===== config.mk =====
export PLATFORM = sky130hd
export DESIGN_NAME = rbz_top
export DESIGN_NICKNAME = d
export VERILOG_FILES = /design/src/rtl/rbz_pkg.sv /design/src/rtl/reg_spi_rx.sv /design/src/rtl/vga_sync.sv /design/src/rtl/row_render.sv /design/src/rtl/gpout_bank.sv /design/src/rtl/vga_out_stage.sv /design/src/rtl/rbz_top.sv
export SDC_FILE = /design/constraint.sdc
export NUM_CORES = 1
export LEC_CHECK = 0
export BUFFER_PORTS_ARGS = -buffer_cell sky130_fd_sc_hd__buf_2
export CAP_MARGIN = 30
export CORE_MARGIN = 3
export CORE_UTILIZATION = 35
export DETAILED_ROUTE_END_ITERATION = 12
export GPL_ROUTABILITY_DRIVEN = 0
export PLACE_DENSITY = 0.6
export SYNTH_ARGS = -nofsm -noshare
export SYNTH_HDL_FRONTEND = slang
export SYNTH_SLANG_ARGS = --single-unit
export TNS_END_PERCENT = 100

===== constraint.sdc =====
create_clock -name clk -period 2.4 [get_ports clk]
set_input_delay 0.48 -clock clk [delete_from_list [all_inputs] [get_ports clk]]
set_output_delay 0.48 -clock clk [all_outputs]
set_load 0.02 [all_outputs]

===== src/rtl/rbz_pkg.sv =====
`default_nettype none

package rbz_pkg;

    localparam int RGB_W   = 6;     // BBGGRR
    localparam int POS_W   = 10;    // Raster counter width
    localparam int FRAME_W = 16;    // Bits per serial register frame

    localparam logic [3:0] ADDR_COLORS = 4'd1;  // Sky and floor colours
    localparam logic [3:0] ADDR_CTRL   = 4'd2;  // Horizon row and overlay

    // One received frame, read either as a colour write or a control write
    typedef union packed {
        struct packed {
            logic [3:0]       addr;
            logic [RGB_W-1:0] sky;
            logic [RGB_W-1:0] floor;
        } colors;
        struct packed {
            logic [3:0]       addr;
            logic [POS_W-1:0] horizon;
            logic             overlay_en;
            logic             spare;    // Unused
        } ctrl;
    } reg_frame_u;

    // Debug output sources, code 0 is per channel
    typedef enum logic [3:0] {
        GP_PRIMARY  = 4'd0,  GP_FRAME    = 4'd1,  GP_CLK_DIV2 = 4'd2,  GP_CLK_DIV4 = 4'd3,
        GP_HPOS0    = 4'd4,  GP_HPOS1    = 4'd5,  GP_HPOS8    = 4'd6,  GP_HPOS9    = 4'd7,
        GP_VPOS0    = 4'd8,  GP_VPOS1    = 4'd9,  GP_VPOS8    = 4'd10, GP_VPOS9    = 4'd11,
        GP_CSB      = 4'd12, GP_MOSI     = 4'd13, GP_HSYNC    = 4'd14, GP_VSYNC    = 4'd15
    } gpout_sel_t;

endpackage

`default_nettype wire


===== src/rtl/reg_spi_rx.sv =====
`timescale 1ns/1ps
`default_nettype none

module reg_spi_rx (
    input  wire                          clk,
    input  wire                          rbzero_reset,
    input  wire                          i_csb,          // Active low chip select
    input  wire                          i_sclk,
    input  wire                          i_mosi,
    output logic [rbz_pkg::RGB_W-1:0]    o_sky,
    output logic [rbz_pkg::RGB_W-1:0]    o_floor,
    output logic [rbz_pkg::POS_W-1:0]    o_horizon,
    output logic                         o_overlay_en,
    output logic                         o_frame_pulse,  // One clk per accepted frame
    output logic                         o_csb_s,
    output logic                         o_mosi_s
);

    localparam int         FW       = rbz_pkg::FRAME_W;
    localparam logic [4:0] CNT_FULL = 5'(FW);
    localparam logic [4:0] CNT_OVER = 5'(FW + 1);  // Saturates here on long frames

    logic [1:0]         csb_sync;   // Two-flop synchronisers
    logic [1:0]         sclk_sync;
    logic [1:0]         mosi_sync;
    logic               csb_q;      // Previous synchronised values for edge detect
    logic               sclk_q;
    logic               sclk_rise;
    logic               csb_rise;
    logic [4:0]         bit_cnt;
    logic [FW-1:0]      shift_q;
    logic               frame_ok;
    rbz_pkg::reg_frame_u rx_frame;

    assign o_csb_s   = csb_sync[1];
    assign o_mosi_s  = mosi_sync[1];
    assign sclk_rise = sclk_sync[1] & ~sclk_q;
    assign csb_rise  = csb_sync[1] & ~csb_q;
    assign frame_ok  = csb_rise && (bit_cnt == CNT_FULL);   // Exactly 16 bits
    assign rx_frame  = shift_q;

    always_ff @(posedge clk) begin
        if (rbzero_reset) begin
            csb_sync  <= 2'b11;     // Idle is deselected
            sclk_sync <= 2'b00;
            mosi_sync <= 2'b00;
            csb_q     <= 1'b1;
            sclk_q    <= 1'b0;
        end else begin
            csb_sync  <= {csb_sync[0], i_csb};
            sclk_sync <= {sclk_sync[0], i_sclk};
            mosi_sync <= {mosi_sync[0], i_mosi};
            csb_q     <= csb_sync[1];
            sclk_q    <= sclk_sync[1];
        end
    end

    // Bit count restarts whenever the chip is deselected
    always_ff @(posedge clk) begin
        if (rbzero_reset || o_csb_s) bit_cnt <= '0;
        else if (sclk_rise && bit_cnt != CNT_OVER) bit_cnt <= bit_cnt + 5'd1;
    end

    // MSB first
    always_ff @(posedge clk) begin
        if (!o_csb_s && sclk_rise) shift_q <= {shift_q[FW-2:0], o_mosi_s};
    end

    always_ff @(posedge clk) begin
        if (rbzero_reset) begin
            o_sky         <= '0;
            o_floor       <= '0;
            o_horizon     <= '0;
            o_overlay_en  <= 1'b0;
            o_frame_pulse <= 1'b0;
        end else begin
            o_frame_pulse <= 1'b0;
            if (frame_ok && rx_frame.colors.addr == rbz_pkg::ADDR_COLORS) begin
                o_sky         <= rx_frame.colors.sky;
                o_floor       <= rx_frame.colors.floor;
                o_frame_pulse <= 1'b1;
            end else if (frame_ok && rx_frame.ctrl.addr == rbz_pkg::ADDR_CTRL) begin
                o_horizon     <= rx_frame.ctrl.horizon;
                o_overlay_en  <= rx_frame.ctrl.overlay_en;
                o_frame_pulse <= 1'b1;
            end     // Other addresses dropped
        end
    end

endmodule

`default_nettype wire


===== src/rtl/vga_sync.sv =====
`timescale 1ns/1ps
`default_nettype none

module vga_sync #(
    parameter int H_ACTIVE = 640,
    parameter int H_FRONT  = 16,
    parameter int H_SYNC   = 96,
    parameter int H_BACK   = 48,
    parameter int V_ACTIVE = 480,
    parameter int V_FRONT  = 10,
    parameter int V_SYNC   = 2,
    parameter int V_BACK   = 33
) (
    input  wire                          clk,
    input  wire                          rbzero_reset,
    output logic [rbz_pkg::POS_W-1:0]    o_hpos,
    output logic [rbz_pkg::POS_W-1:0]    o_vpos,
    output logic                         o_hsync_n,
    output logic                         o_vsync_n,
    output logic                         o_hblank,
    output logic                         o_vblank
);

    localparam int PW = rbz_pkg::POS_W;

    localparam logic [PW-1:0] H_LAST = PW'(H_ACTIVE + H_FRONT + H_SYNC + H_BACK - 1);
    localparam logic [PW-1:0] H_ACT  = PW'(H_ACTIVE);
    localparam logic [PW-1:0] HS_BEG = PW'(H_ACTIVE + H_FRONT);
    localparam logic [PW-1:0] HS_END = PW'(H_ACTIVE + H_FRONT + H_SYNC);   // First count past sync
    localparam logic [PW-1:0] V_LAST = PW'(V_ACTIVE + V_FRONT + V_SYNC + V_BACK - 1);
    localparam logic [PW-1:0] V_ACT  = PW'(V_ACTIVE);
    localparam logic [PW-1:0] VS_BEG = PW'(V_ACTIVE + V_FRONT);
    localparam logic [PW-1:0] VS_END = PW'(V_ACTIVE + V_FRONT + V_SYNC);

    logic          h_wrap;
    logic [PW-1:0] h_nxt;
    logic [PW-1:0] v_nxt;

    assign h_wrap = (o_hpos == H_LAST);
    assign h_nxt  = h_wrap ? '0 : o_hpos + 1'b1;
    assign v_nxt  = !h_wrap ? o_vpos :
                    (o_vpos == V_LAST) ? '0 : o_vpos + 1'b1;   // Steps once per line

    // Flags come from next counts so they line up with the counters
    always_ff @(posedge clk) begin
        if (rbzero_reset) begin
            o_hpos    <= '0;
            o_vpos    <= '0;
            o_hsync_n <= 1'b1;  // Position 0 is active video
            o_vsync_n <= 1'b1;
            o_hblank  <= 1'b0;
            o_vblank  <= 1'b0;
        end else begin
            o_hpos    <= h_nxt;
            o_vpos    <= v_nxt;
            o_hsync_n <= !(h_nxt >= HS_BEG && h_nxt < HS_END);
            o_vsync_n <= !(v_nxt >= VS_BEG && v_nxt < VS_END);
            o_hblank  <= (h_nxt >= H_ACT);
            o_vblank  <= (v_nxt >= V_ACT);
        end
    end

endmodule

`default_nettype wire


===== src/rtl/row_render.sv =====
`timescale 1ns/1ps
`default_nettype none

module row_render (
    input  wire                          i_hblank,
    input  wire                          i_vblank,
    input  wire [rbz_pkg::POS_W-1:0]     i_vpos,
    input  wire [rbz_pkg::RGB_W-1:0]     i_sky,
    input  wire [rbz_pkg::RGB_W-1:0]     i_floor,
    input  wire [rbz_pkg::POS_W-1:0]     i_horizon,    // First floor row
    input  wire                          i_overlay_en, // Draw horizon line in white
    output logic [rbz_pkg::RGB_W-1:0]    o_rgb         // BBGGRR
);

    localparam logic [rbz_pkg::RGB_W-1:0] RGB_BLACK = '0;
    localparam logic [rbz_pkg::RGB_W-1:0] RGB_WHITE = '1;

    logic blank;
    logic on_horizon;
    logic above;

    assign blank      = i_hblank | i_vblank;
    assign on_horizon = i_overlay_en && (i_vpos == i_horizon);
    assign above      = (i_vpos < i_horizon);  // Horizon beyond screen gives all sky

    // Priority as listed, blanking wins
    always_comb begin
        if (blank) begin
            o_rgb = RGB_BLACK;
        end else if (on_horizon) begin
            o_rgb = RGB_WHITE;
        end else if (above) begin
            o_rgb = i_sky;
        end else begin
            o_rgb = i_floor;   // Horizon 0 means floor everywhere
        end
    end

endmodule

`default_nettype wire


===== src/rtl/gpout_bank.sv =====
`timescale 1ns/1ps
`default_nettype none

module gpout_bank (
    input  wire                          clk,
    input  wire                          rbzero_reset,
    input  wire rbz_pkg::gpout_sel_t     i_sel0,
    input  wire rbz_pkg::gpout_sel_t     i_sel1,
    input  wire rbz_pkg::gpout_sel_t     i_sel2,
    input  wire                          i_hblank,
    input  wire                          i_vblank,
    input  wire [rbz_pkg::POS_W-1:0]     i_hpos,
    input  wire [rbz_pkg::POS_W-1:0]     i_vpos,
    input  wire                          i_hsync_n,
    input  wire                          i_vsync_n,
    input  wire                          i_frame_pulse,
    input  wire                          i_csb_s,
    input  wire                          i_mosi_s,
    output logic [2:0]                   o_gpout
);

    logic [1:0]          clk_div;    // Free-running from reset
    logic [2:0]          primary;    // Code 0 source of each channel
    rbz_pkg::gpout_sel_t sel [3];

    assign primary = {i_hpos[2], i_vblank, i_hblank};
    assign sel[0]  = i_sel0;
    assign sel[1]  = i_sel1;
    assign sel[2]  = i_sel2;

    always_ff @(posedge clk) begin
        if (rbzero_reset) clk_div <= 2'd0;
        else clk_div <= clk_div + 2'd1;
    end

    // Same 16-way table for each channel
    for (genvar ch = 0; ch < 3; ch++) begin : g_chan
        always_comb begin
            case (sel[ch])
                rbz_pkg::GP_PRIMARY:  o_gpout[ch] = primary[ch];
                rbz_pkg::GP_FRAME:    o_gpout[ch] = i_frame_pulse;
                rbz_pkg::GP_CLK_DIV2: o_gpout[ch] = clk_div[0];
                rbz_pkg::GP_CLK_DIV4: o_gpout[ch] = clk_div[1];
                rbz_pkg::GP_HPOS0:    o_gpout[ch] = i_hpos[0];
                rbz_pkg::GP_HPOS1:    o_gpout[ch] = i_hpos[1];
                rbz_pkg::GP_HPOS8:    o_gpout[ch] = i_hpos[8];
                rbz_pkg::GP_HPOS9:    o_gpout[ch] = i_hpos[9];
                rbz_pkg::GP_VPOS0:    o_gpout[ch] = i_vpos[0];
                rbz_pkg::GP_VPOS1:    o_gpout[ch] = i_vpos[1];
                rbz_pkg::GP_VPOS8:    o_gpout[ch] = i_vpos[8];
                rbz_pkg::GP_VPOS9:    o_gpout[ch] = i_vpos[9];
                rbz_pkg::GP_CSB:      o_gpout[ch] = i_csb_s;
                rbz_pkg::GP_MOSI:     o_gpout[ch] = i_mosi_s;
                rbz_pkg::GP_HSYNC:    o_gpout[ch] = i_hsync_n;  // Raw, before output stage
                rbz_pkg::GP_VSYNC:    o_gpout[ch] = i_vsync_n;
                default:              o_gpout[ch] = 1'b0;
            endcase
        end
    end

endmodule

`default_nettype wire


===== src/rtl/vga_out_stage.sv =====
`timescale 1ns/1ps
`default_nettype none

module vga_out_stage (
    input  wire                          clk,
    input  wire                          rbzero_reset,
    input  wire                          i_reg_outs_enb,  // 0 registered, 1 direct
    input  wire [rbz_pkg::RGB_W-1:0]     i_rgb,
    input  wire                          i_hsync_n,
    input  wire                          i_vsync_n,
    input  wire [2:0]                    i_gpout,
    output logic [rbz_pkg::RGB_W-1:0]    o_rgb,
    output logic                         o_hsync,
    output logic                         o_vsync,
    output logic [2:0]                   o_gpout
);

    logic [rbz_pkg::RGB_W-1:0] rgb_q;     // One clock behind the raw signals
    logic                      hsync_q;
    logic                      vsync_q;
    logic [2:0]                gpout_q;

    always_ff @(posedge clk) begin
        if (rbzero_reset) begin
            rgb_q   <= '0;
            hsync_q <= 1'b1;  // Syncs idle high
            vsync_q <= 1'b1;
            gpout_q <= '0;
        end else begin
            rgb_q   <= i_rgb;
            hsync_q <= i_hsync_n;
            vsync_q <= i_vsync_n;
            gpout_q <= i_gpout;
        end
    end

    assign o_rgb   = i_reg_outs_enb ? i_rgb     : rgb_q;
    assign o_hsync = i_reg_outs_enb ? i_hsync_n : hsync_q;
    assign o_vsync = i_reg_outs_enb ? i_vsync_n : vsync_q;
    assign o_gpout = i_reg_outs_enb ? i_gpout   : gpout_q;

endmodule

`default_nettype wire


===== src/rtl/rbz_top.sv =====
`timescale 1ns/1ps
`default_nettype none

module rbz_top #(
    parameter int H_ACTIVE = 640,
    parameter int H_FRONT  = 16,
    parameter int H_SYNC   = 96,
    parameter int H_BACK   = 48,
    parameter int V_ACTIVE = 480,
    parameter int V_FRONT  = 10,
    parameter int V_SYNC   = 2,
    parameter int V_BACK   = 33
) (
    input  wire                          clk,
    input  wire                          rbzero_reset,
    input  wire                          i_reg_csb,       // Register port, active low
    input  wire                          i_reg_sclk,      // At most clk/8
    input  wire                          i_reg_mosi,
    input  wire                          i_reg_outs_enb,  // 0 registered, 1 direct
    input  wire [3:0]                    i_gpout0_sel,
    input  wire [3:0]                    i_gpout1_sel,
    input  wire [3:0]                    i_gpout2_sel,
    output wire                          o_hsync,
    output wire                          o_vsync,
    output wire [rbz_pkg::RGB_W-1:0]     o_rgb,           // BBGGRR
    output wire [2:0]                    o_gpout
);

    logic [rbz_pkg::RGB_W-1:0] sky, floor, rgb;
    logic [rbz_pkg::POS_W-1:0] horizon, hpos, vpos;
    logic                      overlay_en, frame_pulse, csb_s, mosi_s;
    logic                      hsync_n, vsync_n, hblank, vblank;
    logic [2:0]                gpout;   // Unregistered debug bits

    reg_spi_rx spi_i (
        .clk(clk), .rbzero_reset(rbzero_reset),
        .i_csb(i_reg_csb), .i_sclk(i_reg_sclk), .i_mosi(i_reg_mosi),
        .o_sky(sky), .o_floor(floor), .o_horizon(horizon), .o_overlay_en(overlay_en),
        .o_frame_pulse(frame_pulse), .o_csb_s(csb_s), .o_mosi_s(mosi_s)
    );

    vga_sync #(
        .H_ACTIVE(H_ACTIVE), .H_FRONT(H_FRONT), .H_SYNC(H_SYNC), .H_BACK(H_BACK),
        .V_ACTIVE(V_ACTIVE), .V_FRONT(V_FRONT), .V_SYNC(V_SYNC), .V_BACK(V_BACK)
    ) sync_i (
        .clk(clk), .rbzero_reset(rbzero_reset),
        .o_hpos(hpos), .o_vpos(vpos), .o_hsync_n(hsync_n), .o_vsync_n(vsync_n),
        .o_hblank(hblank), .o_vblank(vblank)
    );

    row_render render_i (
        .i_hblank(hblank), .i_vblank(vblank), .i_vpos(vpos),
        .i_sky(sky), .i_floor(floor), .i_horizon(horizon), .i_overlay_en(overlay_en),
        .o_rgb(rgb)
    );

    gpout_bank gpout_i (
        .clk(clk), .rbzero_reset(rbzero_reset),
        .i_sel0(rbz_pkg::gpout_sel_t'(i_gpout0_sel)),   // Select pins as debug codes
        .i_sel1(rbz_pkg::gpout_sel_t'(i_gpout1_sel)),
        .i_sel2(rbz_pkg::gpout_sel_t'(i_gpout2_sel)),
        .i_hblank(hblank), .i_vblank(vblank), .i_hpos(hpos), .i_vpos(vpos),
        .i_hsync_n(hsync_n), .i_vsync_n(vsync_n),
        .i_frame_pulse(frame_pulse), .i_csb_s(csb_s), .i_mosi_s(mosi_s),
        .o_gpout(gpout)
    );

    vga_out_stage out_i (
        .clk(clk), .rbzero_reset(rbzero_reset), .i_reg_outs_enb(i_reg_outs_enb),
        .i_rgb(rgb), .i_hsync_n(hsync_n), .i_vsync_n(vsync_n), .i_gpout(gpout),
        .o_rgb(o_rgb), .o_hsync(o_hsync), .o_vsync(o_vsync), .o_gpout(o_gpout)
    );

endmodule

`default_nettype wire


==> metrics.yaml <==
rows: 39
synth_top_area_share: 0.3546
grt_pass1_vias: 3137
antenna_found_initial: 1
drive_above_1_share: 0.3348
cp-startpoint: "spi_i.o_horizon[9]"
clk_pin_slew_ns: 0.07
drc: 0
die_area_um2: 13280
synth_edf_count: 16
final-hold-violation-count: 0
fin_nets: 496
ys_top_cells_by_area: "dfxtp_1, edfxtp_1, mux4_2"
cp-end-kind: "output port"
post-route-period-util: 1.127
async_flop_share: 0
via_count: 3114
timing.final.ws_setup_ns: -0.3056
max-vdd-ir-drop_uv: 298.4
r2r-end: "sync_i.o_vsync_n"
grt_usage: 0.1454
violations: "negative setup slack"
relSlewSlack: 0.6628
dp.cells: 589
final_cells: 609
cts_tree: "yes"
hpwlAfterDp_um: 6570
vias_per_cell: 5.113
nFillCells: 1065
pin_count: 29
drt_pass1_iterations: 4
reg2reg_setup_slack_ns: 0.08
grt_pass1_wl_um: 15280
drv_cap: 0
arrival_ns: 2.23
worstSetupStartpointType: "flip-flop"
path_class: "reg -> out"
drt-total-wl_um: 9140
diodes: 0
syn-num-nets: 432
synth_area_per_cell_um2: 10.52
start_util: 0.3612
worstPathMaxFanout: 6
multi_input_area_um2: 2278
timing.final.max_slew_violations: 0
reg2reg_from: "sync_i.o_hpos[6]"
endpoint: "o_rgb[2]"
tightest_slew_ns: 0.5059
synth_cell_types: 51
synth_warnings: 0
cts_root_buffer: "clkbuf_16"
synth-seq-cells: 90
synthCells: 397
fmax_mhz: 369.6
antenna_left: 0
regArea_um2: 1978
cts_hold_buf: 0
synthTopCellsByCount: "dfxtp_1, nor2_1, a21oi_1"
drtIter0Drc: 161
synth_top_cell_by_area: "dfxtp_1"
wl_per_cell_um: 15.01
synth-seq-area-share: 0.4696
syn_area_um2: 4178
clock-sinks: 90
grt_max_degree: 25
period_needed_ns: 2.706
setup-violations-final: 9
numCtsBuffers: 9
port-buffer-count: 28
cts_buffer_depth: 2
insertion_delay_ns: 0.34
core_um2: 11560
grt_overflow: 0
cp.required_ns: 1.92
skew_ns: 0.005325
htreeDepth: 3
synthFlopType: "dfxtp_1"
die_x_um: 115.3
yosysMostFrequentCell: "dfxtp_1"
syn_to_final_growth_pct: 28.42
p_total_mw: 3.257
power.density_nw_per_um2: 607.1
rsz0062_at_grt: "true"
p_leak_nw: 1.977
ff2ff_path_depth: 6
status: "finished, violations left"
die_h_um: 115.3
holdWs_ns: 0.3158
hold_class: "in -> reg"
==> state kept, by name, indices dropped and copies added (netlist names), 2 cells and up <==
| register | count |
|---|---|
| spi_i.o_horizon | 10 |
| sync_i.o_hpos | 10 |
| spi_i.rx_frame | 16 |
| out_i.rgb_q | 6 |
| spi_i.o_floor | 6 |
| spi_i.mosi_sync | 2 |
| spi_i.bit_cnt | 5 |
| spi_i.csb_sync | 2 |
| out_i.gpout_q | 3 |
| spi_i.o_sky | 6 |
| gpout_i.clk_div | 2 |
| sync_i.o_vpos | 10 |
| spi_i.sclk_sync | 2 |
==> report_power, final <==
group	switching [mW]	internal [mW]	leakage, nW
registers	0.0164	1.55	0.749
logic	0.0862	0.0991	1.07
clock network	0.617	0.888	0.158
total	0.719	2.54	1.98
==> kinds of logic after synthesis <==
family / count (synthesis) / share of synthesized area
XOR/XNOR: 15 / 0.03145
AND/OR/NAND/NOR: 134 / 0.1686
buffers and inverters: 39 / 0.03654
adder cells (fa/ha/maj): 17 / 0.05091
multiplexers: 50 / 0.1662
AO/OA/AOI/OAI: 52 / 0.07668
flip-flops: 90 / 0.4696
==> cell usage in the layout (no fill, tap or decap), types with 4 or more instances in the layout <==
cell | netlist | final
a21o_1 | 5 | 5
a21oi_1 | 31 | 23
a21oi_2 | 1 | 9
buf_2 | 2 | 19
buf_4 | 1 | 45
buf_6 | 0 | 6
clkbuf_16 | 0 | 10
dfxtp_1 | 74 | 61
dfxtp_2 | 0 | 13
edfxtp_1 | 16 | 16
ha_1 | 17 | 13
inv_1 | 21 | 19
mux2i_1 | 30 | 24
mux2i_4 | 0 | 6
mux4_2 | 15 | 15
nand2_1 | 10 | 10
nand2b_1 | 4 | 4
nand3_1 | 11 | 10
nand4_1 | 6 | 6
nor2_1 | 51 | 51
nor2b_1 | 11 | 11
nor3_1 | 9 | 8
or2_1 | 7 | 7
xnor2_1 | 8 | 8
xor2_1 | 7 | 7
==> repair_timing <==
action,CTS,global route
resized for setup,39,25
pin swaps,11,8
setup endpoints to repair,11,11
buffers inserted,4,0
==> through the flow <==
step                      area [um2]  TNS (ns)  setup WS, ns  utilization
after CTS                       5246    -2.458       -0.3061       0.4536
after detailed placement        4748   -0.7844       -0.1576       0.4106
final                           5365    -2.396       -0.3056       0.4639
after floorplan                 4217   -0.3462      -0.05995            -
after global routing            5365    -3.172       -0.4081       0.4639
after global placement          4748   -0.6500       -0.1547       0.4106
==> cell type report <==
| class | instances | share of cell area |
|---|---|---|
| clock inverters | 6 | 0.01493 |
| well taps | 143 | 0.03335 |
| repair buffers | 71 | 0.09701 |
| flip-flops and latches | 90 | 0.3687 |
| inverters | 21 | 0.01469 |
| multi-input cells | 268 | 0.4247 |
| clock buffers | 10 | 0.04664 |
==> critical path, stage by stage (launching register included) <==
cell and delay (ns):
dfxtp_1 0.35, inv_1 0.07, ha_1 0.32, nand4_1 0.13, buf_4 0.18, o21ai_4 0.17, buf_12 0.17, mux2i_4 0.26
a21oi_2 0.07, buf_4 0.15
==> layer usage <==
layer  wire length, um  vias up  track usage
met5                 7        -            0
met2              4461       50       0.2407
met3               310       13      0.03737
li1                  -     1555            -
met1              4203     1494       0.1850
met4               157        2      0.04851
==> how the worst min path moves through the flow <==
stage	depth (start not counted)	slack, ns	end	from
detailed placement	1	0.39	spi_i.csb_sync[1]	spi_i.csb_sync[0]
global placement	1	0.39	spi_i.csb_sync[1]	spi_i.csb_sync[0]
floorplan	1	0.38	spi_i.csb_sync[1]	spi_i.csb_sync[0]
global route	2	0.32	spi_i.csb_sync[0]	i_reg_csb
finish	2	0.32	spi_i.csb_sync[0]	i_reg_csb
CTS	2	0.31	spi_i.csb_sync[0]	i_reg_csb
No activity file was read; power rests on OpenSTA's default activity.
